===== src/pct_pkg.sv =====
`default_nettype none

package pct_pkg;

  // --------------------
  // AXI4-Lite control bus
  // --------------------

  localparam int AXIL_DATA_BITS = 64;
  // Byte offset inside one data word
  localparam int ADDR_LSB = $clog2(AXIL_DATA_BITS / 8);
  localparam int N_REGS = 6;
  localparam int REG_IDX_BITS = $clog2(N_REGS);
  // Six 64-bit registers span 48 bytes
  localparam int AXIL_ADDR_BITS = ADDR_LSB + REG_IDX_BITS;
  localparam logic [1:0] RESP_OKAY = 2'b00;

  // Register map in word indices
  localparam logic [REG_IDX_BITS-1:0] CTRL_REG = 0;
  localparam logic [REG_IDX_BITS-1:0] STAT_REG = 1;
  localparam logic [REG_IDX_BITS-1:0] SLCT_REG = 2;
  localparam logic [REG_IDX_BITS-1:0] TSUM_REG = 3;
  localparam logic [REG_IDX_BITS-1:0] SSUM_REG = 4;
  localparam logic [REG_IDX_BITS-1:0] SCNT_REG = 5;

  // --------------------
  // Record stream
  // --------------------

  localparam int REC_BITS = 32;
  // Amount in the low bits with the flag field above it
  localparam int AMT_BITS = 24;
  localparam int FLAG_LSB = 24;

  // Totals
  localparam int SUM_BITS = 40;
  localparam int CNT_BITS = 32;

endpackage

`default_nettype wire


===== src/percentage_slv.sv =====
`timescale 1ns/1ps
`default_nettype none

module percentage_slv (
  input  logic                                 aclk,
  input  logic                                 aresetn,
  // Write address
  input  logic [pct_pkg::AXIL_ADDR_BITS-1:0]   s_awaddr,
  input  logic                                 s_awvalid,
  output logic                                 s_awready,
  // Write data
  input  logic [pct_pkg::AXIL_DATA_BITS-1:0]   s_wdata,
  input  logic [pct_pkg::AXIL_DATA_BITS/8-1:0] s_wstrb,
  input  logic                                 s_wvalid,
  output logic                                 s_wready,
  // Write response
  output logic [1:0]                           s_bresp,
  output logic                                 s_bvalid,
  input  logic                                 s_bready,
  // Read address
  input  logic [pct_pkg::AXIL_ADDR_BITS-1:0]   s_araddr,
  input  logic                                 s_arvalid,
  output logic                                 s_arready,
  // Read data
  output logic [pct_pkg::AXIL_DATA_BITS-1:0]   s_rdata,
  output logic [1:0]                           s_rresp,
  output logic                                 s_rvalid,
  input  logic                                 s_rready,
  // Accumulator side
  output logic                                 select,
  output logic                                 clear,
  input  logic                                 done,
  input  logic [pct_pkg::SUM_BITS-1:0]         total_sum,
  input  logic [pct_pkg::SUM_BITS-1:0]         selected_sum,
  input  logic [pct_pkg::CNT_BITS-1:0]         selected_count
);

import pct_pkg::*;

// --------------------
// Declarations
// --------------------

// Write side
logic                      aw_en;
logic                      wr_en;
logic [REG_IDX_BITS-1:0]   wr_idx;
logic                      start_wr;
logic                      done_sts;

// Read side
logic                      rd_en;
logic [REG_IDX_BITS-1:0]   rd_idx;
logic [AXIL_DATA_BITS-1:0] rd_word;

// No error responses on this port
assign s_bresp = RESP_OKAY;
assign s_rresp = RESP_OKAY;

// --------------------
// Write channel
// --------------------

// Address and data are held by the master until both are taken
assign wr_en    = s_awready && s_awvalid && s_wready && s_wvalid;
assign wr_idx   = s_awaddr[AXIL_ADDR_BITS-1:ADDR_LSB];
assign start_wr = wr_en && (wr_idx == CTRL_REG) && s_wstrb[0] && s_wdata[0];

// awready and wready pulse together for one write in flight
always_ff @(posedge aclk)
begin
  if (!aresetn)
  begin
    s_awready <= 1'b0;
    s_wready  <= 1'b0;
    aw_en     <= 1'b1;
  end
  else if (!s_awready && s_awvalid && s_wvalid && aw_en)
  begin
    s_awready <= 1'b1;
    s_wready  <= 1'b1;
    aw_en     <= 1'b0;
  end
  else
  begin
    s_awready <= 1'b0;
    s_wready  <= 1'b0;
    // Next write only after the response is taken
    if (s_bvalid && s_bready)
    begin
      aw_en <= 1'b1;
    end
  end
end

// Write response
always_ff @(posedge aclk)
begin
  if (!aresetn)
  begin
    s_bvalid <= 1'b0;
  end
  else if (wr_en)
  begin
    s_bvalid <= 1'b1;
  end
  else if (s_bready)
  begin
    s_bvalid <= 1'b0;
  end
end

// --------------------
// Control and status
// --------------------

// Start bit self-clears into a one-cycle clear strobe
always_ff @(posedge aclk)
begin
  if (!aresetn)
  begin
    select   <= 1'b0;
    clear    <= 1'b0;
    done_sts <= 1'b0;
  end
  else
  begin
    clear <= start_wr;
    if (wr_en && (wr_idx == SLCT_REG) && s_wstrb[0])
    begin
      select <= s_wdata[0];
    end
    // Sticky done dropped by a new start
    if (start_wr || clear)
    begin
      done_sts <= 1'b0;
    end
    else if (done)
    begin
      done_sts <= 1'b1;
    end
  end
end

// --------------------
// Read channel
// --------------------

assign rd_en  = s_arready && s_arvalid;
assign rd_idx = s_araddr[AXIL_ADDR_BITS-1:ADDR_LSB];

// Held off while a read response is still pending
always_ff @(posedge aclk)
begin
  if (!aresetn)
  begin
    s_arready <= 1'b0;
  end
  else
  begin
    s_arready <= !s_arready && s_arvalid && !s_rvalid;
  end
end

always_ff @(posedge aclk)
begin
  if (!aresetn)
  begin
    s_rvalid <= 1'b0;
  end
  else if (rd_en)
  begin
    s_rvalid <= 1'b1;
  end
  else if (s_rready)
  begin
    s_rvalid <= 1'b0;
  end
end

// Read mux with the totals zero-extended
always_comb
begin
  rd_word = '0;
  case (rd_idx)
    STAT_REG: rd_word[0] = done_sts;
    SLCT_REG: rd_word[0] = select;
    TSUM_REG: rd_word = {{(AXIL_DATA_BITS-SUM_BITS){1'b0}}, total_sum};
    SSUM_REG: rd_word = {{(AXIL_DATA_BITS-SUM_BITS){1'b0}}, selected_sum};
    SCNT_REG: rd_word = {{(AXIL_DATA_BITS-CNT_BITS){1'b0}}, selected_count};
    default:  rd_word = '0;
  endcase
end

// Captured once and stable until rready
always_ff @(posedge aclk)
begin
  if (rd_en)
  begin
    s_rdata <= rd_word;
  end
end

endmodule

`default_nettype wire


===== src/percentage_acc.sv =====
`timescale 1ns/1ps
`default_nettype none

module percentage_acc (
  input  logic                         aclk,
  input  logic                         aresetn,
  input  logic                         select,
  input  logic                         clear,
  // Record stream without back-pressure
  input  logic                         rec_valid,
  input  logic [pct_pkg::REC_BITS-1:0] rec_data,
  input  logic                         rec_last,
  // Results
  output logic                         done,
  output logic [pct_pkg::SUM_BITS-1:0] total_sum,
  output logic [pct_pkg::SUM_BITS-1:0] selected_sum,
  output logic [pct_pkg::CNT_BITS-1:0] selected_count
);

import pct_pkg::*;

// --------------------
// Record fields
// --------------------

logic [AMT_BITS-1:0]          amount;
logic [SUM_BITS-1:0]          amount_ext;
logic [REC_BITS-FLAG_LSB-1:0] flags;
logic                         flag_hit;

assign amount     = rec_data[AMT_BITS-1:0];
assign amount_ext = {{(SUM_BITS-AMT_BITS){1'b0}}, amount};
assign flags      = rec_data[REC_BITS-1:FLAG_LSB];

// Flag bit picked by the select setting
assign flag_hit = flags[select];

// --------------------
// Totals
// --------------------

// Sums and count wrap at their widths
always_ff @(posedge aclk)
begin
  if (!aresetn)
  begin
    total_sum      <= '0;
    selected_sum   <= '0;
    selected_count <= '0;
    done           <= 1'b0;
  end
  else if (clear)
  begin
    // A record in the clear cycle is dropped
    total_sum      <= '0;
    selected_sum   <= '0;
    selected_count <= '0;
    done           <= 1'b0;
  end
  else
  begin
    // Totals already final while done is high
    done <= rec_valid && rec_last;
    if (rec_valid)
    begin
      total_sum <= total_sum + amount_ext;
      if (flag_hit)
      begin
        selected_sum   <= selected_sum + amount_ext;
        selected_count <= selected_count + 1'b1;
      end
    end
  end
end

endmodule

`default_nettype wire


===== src/percentage_top.sv =====
`timescale 1ns/1ps
`default_nettype none

module percentage_top (
  input  logic                                 aclk,
  input  logic                                 aresetn,
  // AXI4-Lite control slave
  input  logic [pct_pkg::AXIL_ADDR_BITS-1:0]   s_awaddr,
  input  logic                                 s_awvalid,
  output logic                                 s_awready,
  input  logic [pct_pkg::AXIL_DATA_BITS-1:0]   s_wdata,
  input  logic [pct_pkg::AXIL_DATA_BITS/8-1:0] s_wstrb,
  input  logic                                 s_wvalid,
  output logic                                 s_wready,
  output logic [1:0]                           s_bresp,
  output logic                                 s_bvalid,
  input  logic                                 s_bready,
  input  logic [pct_pkg::AXIL_ADDR_BITS-1:0]   s_araddr,
  input  logic                                 s_arvalid,
  output logic                                 s_arready,
  output logic [pct_pkg::AXIL_DATA_BITS-1:0]   s_rdata,
  output logic [1:0]                           s_rresp,
  output logic                                 s_rvalid,
  input  logic                                 s_rready,
  // Record stream
  input  logic                                 rec_valid,
  input  logic [pct_pkg::REC_BITS-1:0]         rec_data,
  input  logic                                 rec_last
);

import pct_pkg::*;

// Between slave and accumulator
logic                select;
logic                clear;
logic                done;
logic [SUM_BITS-1:0] total_sum;
logic [SUM_BITS-1:0] selected_sum;
logic [CNT_BITS-1:0] selected_count;

percentage_slv percentage_slv_inst (
  .aclk           (aclk),
  .aresetn        (aresetn),
  .s_awaddr       (s_awaddr),
  .s_awvalid      (s_awvalid),
  .s_awready      (s_awready),
  .s_wdata        (s_wdata),
  .s_wstrb        (s_wstrb),
  .s_wvalid       (s_wvalid),
  .s_wready       (s_wready),
  .s_bresp        (s_bresp),
  .s_bvalid       (s_bvalid),
  .s_bready       (s_bready),
  .s_araddr       (s_araddr),
  .s_arvalid      (s_arvalid),
  .s_arready      (s_arready),
  .s_rdata        (s_rdata),
  .s_rresp        (s_rresp),
  .s_rvalid       (s_rvalid),
  .s_rready       (s_rready),
  .select         (select),
  .clear          (clear),
  .done           (done),
  .total_sum      (total_sum),
  .selected_sum   (selected_sum),
  .selected_count (selected_count)
);

percentage_acc percentage_acc_inst (
  .aclk           (aclk),
  .aresetn        (aresetn),
  .select         (select),
  .clear          (clear),
  .rec_valid      (rec_valid),
  .rec_data       (rec_data),
  .rec_last       (rec_last),
  .done           (done),
  .total_sum      (total_sum),
  .selected_sum   (selected_sum),
  .selected_count (selected_count)
);

endmodule

`default_nettype wire


===== config.mk =====
export PLATFORM = sky130hd
export DESIGN_NAME = percentage_top
export DESIGN_NICKNAME = d
export VERILOG_FILES = /design/src/pct_pkg.sv /design/src/percentage_slv.sv /design/src/percentage_acc.sv /design/src/percentage_top.sv
export SDC_FILE = /design/constraint.sdc
export NUM_CORES = 1
export LEC_CHECK = 0
export BUFFER_PORTS_ARGS = -buffer_cell sky130_fd_sc_hd__buf_4
export CAP_MARGIN = 15
export CORE_AREA = 2 2 149 151
export DETAILED_ROUTE_END_ITERATION = 7
export DIE_AREA = 0 0 151 153
export PLACE_DENSITY = 0.64
export REMOVE_ABC_BUFFERS = 1
export SYNTH_ARGS = -nofsm -noshare
export SYNTH_HDL_FRONTEND = slang
export SYNTH_SLANG_ARGS = --single-unit

===== constraint.sdc =====
create_clock -name aclk -period 3.6 [get_ports aclk]
set_input_delay 0.36 -clock aclk [delete_from_list [all_inputs] [get_ports aclk]]
set_output_delay 0.36 -clock aclk [all_outputs]
set_load 0.02 [all_outputs]

==> metrics <==
Yosys top cell by area dfxtp_1; first-pass iteration count of the detailed router 7; Final Cycle Share 85.3%; Die X 151 microns; first-pass GRT wire length 40400 microns; CTS Buf Count 17; Via Count 8098; CP max stage delay 0.49 ns; vias in the first global route 7555; switching share of power 31.0%; port bufs 87; Top FF cell, synth dfxtp_1; hold path cells 2; core area 21500 sq um; number of cell rows 54; Hold Path End percentage_acc_inst.done; Seq/Total Area, Yosys 38.2%; Hold Path Class in2reg; DPL Wire Length 18000 microns; Async SR Flop Fraction 0%; Clk pwr share 37.7%; CTS Root Cell clkbuf_16; Die Y 153 microns; sequential power share 41.6%; share of total power in combinational logic 20.6%; FILL cells 2076; register-to-register setup slack 0.53 ns; Arrival @ worst endpoint 3.43 ns; unrepaired setup endpoints after global routing false; Starting Density 44.1%; minimum clock period 3.07 ns; R2R depth 10; cell area after synthesis 9470 sq um; pwr/cell area 439 nW/um^2; static leakage 4.41 nW; antenna violations before repair 0; CTS tree done; share of the synthesized area in the top cell type 25.6%; Post-synth EDFFs 40; # setup viols final 0; Crit path required time 3.96 ns; Max clock buf depth 2; final worst clock skew 0.0104 ns; CP cell instances ha_1 > nand2_1 > or3b_1 > a21o_1 > a2111o_1 > a31oi_2 > nor4_2 > buf_4 > or4_1 > a21oi_1; final std cells w/o fill 1429; Pwr Total 4.78 mW; max-cap violation count 0; post-synth cell types 67; clk_lat worst skew 0.43 ns; syn avg cell area 8.90 sq um; pin count of the biggest net entering global routing 52; Die Area 23100 sq um; most common cell after layout, fill and taps aside dfxtp_1; drt wl/cell 17.6 microns; clk slew on worst S/H paths 0.07 ns; routability cong. 0.918; final setup TNS 0 ns; proportion of layout cells with a drive suffix above 1 13.8%; Crit-path slowest cell a2111o_1; # IOs 198; DRC 0; reg-to-reg endpoint percentage_acc_inst.total_sum[31]; Pins Over Slew Limit 0; FF+latch area 3620 sq um; most frequent cells in the layout dfxtp_1 (121), nor2_1 (104), buf_4 (104); Multi-input gate area 5490 sq um; HP Start rec_last; Yosys warnings 0; Worst Setup SP percentage_acc_inst.total_sum[3]; ant diodes 0; Routed Antenna Nets 0; H-tree Lvls 4; clock sink count 161; GRT Resource Usage Total 22.3%; DRT iter0 DRCs 599; Critical Path Sink Type flip-flop; Post-Route WL 25100 microns; peak supply drop 0.288 mV; fin nets 1312; FMAX 0.326 GHz; Slew @ Worst Pin 1.08 ns; Final Hold Vio Count 0; overflow left after global routing 0; Area contributors post-synth dfxtp_1 (26%), edfxtp_1 (13%), a22o_1 (6.6%), ha_1 (6.5%), xnor2_1 (4.3%); # placed instances 1397; CP Launch Type flip-flop; Switching Power 1.48 mW; post-synthesis cell count 1064; post-CTS setup buffers 0; Vias/cell 5.67; Int Pwr 3.30 mW; largest fanout on the critical path 14; PostCTS Resize Cnt 0; Area growth, synth to finish 14.8%; kind of critical path reg2reg; post-synthesis register bit count 161; Rel. slew slack 28.2%; run status finished clean; worst r2r src percentage_acc_inst.total_sum[3]; hold buffers post-CTS 0
[area by class of cell]
cell class / count / area share (%)
multi-input cells: 837 / 50.5
well taps: 280 / 3.22
repair buffers: 104 / 7.18
flip-flops and latches: 161 / 33.3
clock buffers: 17 / 3.91
clock inverters: 15 / 1.36
inverters: 15 / 0.518
[synthesized netlist by cell type, types with 9 or more instances]
library cell,instances
nor3_1,19
nor2_1,104
mux2i_1,16
clkbuf_1,39
o21a_1,9
xor2_1,30
inv_1,15
a211oi_1,13
xnor2_1,46
a31oi_1,10
nor2b_1,12
nand2_1,89
or3_1,15
o21ai_0,46
ha_1,49
buf_4,29
edfxtp_1,40
and3_1,22
a21oi_1,76
dfxtp_1,121
nand3_1,37
nand4_1,18
a21o_1,20
o211ai_1,11
nand2b_1,13
a22o_1,71
[routing by layer]
metal / vias to the layer above / GRT usage (%) / wire length, microns
met3: 37 / 4.00 / 1440
met2: 246 / 33.2 / 10900
met1: 3822 / 32.6 / 12100
met4: 0 / 7.17 / 624
li1: 3993 / - / -
met5: - / 0 / 0
[power by group through the flow]
stage,Clock (mW),Combinational [mW],Sequential (mW)
3_3_place_gp,0,0.958,2.03
3_5_place_dp,0,0.967,2.03
5_1_grt,1.91,1.09,2.00
2_1_floorplan,0,0.681,2.03
4_1_cts,1.84,0.972,1.99
6_report,1.80,0.984,1.99
[cells by family (layout without fill, tap and decap cells)]
kind of cell,count (synthesis),in the layout,synth area share (%)
AND/OR/NAND/NOR,365,365,18.8
XOR/XNOR,76,76,7.03
flip-flops,161,161,38.2
adder cells (fa/ha/maj),51,51,6.89
AO/OA/AOI/OAI,298,298,21.8
multiplexers,19,19,2.05
other,1,28,0.0396
buffers and inverters,93,151,5.12
[through the flow]
stage / utilization [%] / hold WS, ns / instance area, sq um / setup WS, ns
after floorplan: - / 0.425 / 9150 / 0.279
after global placement: 47.9 / 0.435 / 10300 / 0.470
after detailed placement: 47.9 / 0.433 / 10300 / 0.434
after CTS: 50.6 / 0.156 / 10900 / 0.532
after global routing: 50.6 / 0.164 / 10900 / 0.360
final: 50.6 / 0.167 / 10900 / 0.529
[state kept, by name, indices dropped and copies added, names as in the netlist]
signal and cells:
percentage_acc_inst.done 1, percentage_acc_inst.selected_count 32, percentage_acc_inst.selected_sum 40, percentage_acc_inst.total_sum 40
percentage_slv_inst.aw_en 1, percentage_slv_inst.clear 1, percentage_slv_inst.done_sts 1, percentage_slv_inst.s_arready 1
percentage_slv_inst.s_awready 1, percentage_slv_inst.s_bvalid 1, percentage_slv_inst.s_rdata 40, percentage_slv_inst.s_rvalid 1
percentage_slv_inst.select 1
[how the worst max path moves through the flow]
stage                     slack (ns)  cells after the start                                end
final                           0.53                     10  percentage_acc_inst.total_sum[31]
after global routing            0.36                     10  percentage_acc_inst.total_sum[31]
after CTS                       0.53                     10  percentage_acc_inst.total_sum[31]
after detailed placement        0.43                     11  percentage_acc_inst.total_sum[31]
after global placement          0.47                     11  percentage_acc_inst.total_sum[31]
after floorplan                 0.28                      3    percentage_slv_inst.s_rdata[10]
[critical path: cells and delay by family (launching register included)]
| kind | cells | cell delay, ns |
|---|---|---|
| and+or+nand+nor | 4 | 1.02 |
| adders and majority gates | 1 | 0.35 |
| DFF | 1 | 0.33 |
| AOI/OAI and AO/OA | 4 | 1.12 |
| buffers and inverters | 1 | 0.20 |
Power figures use the tool's default switching activity.
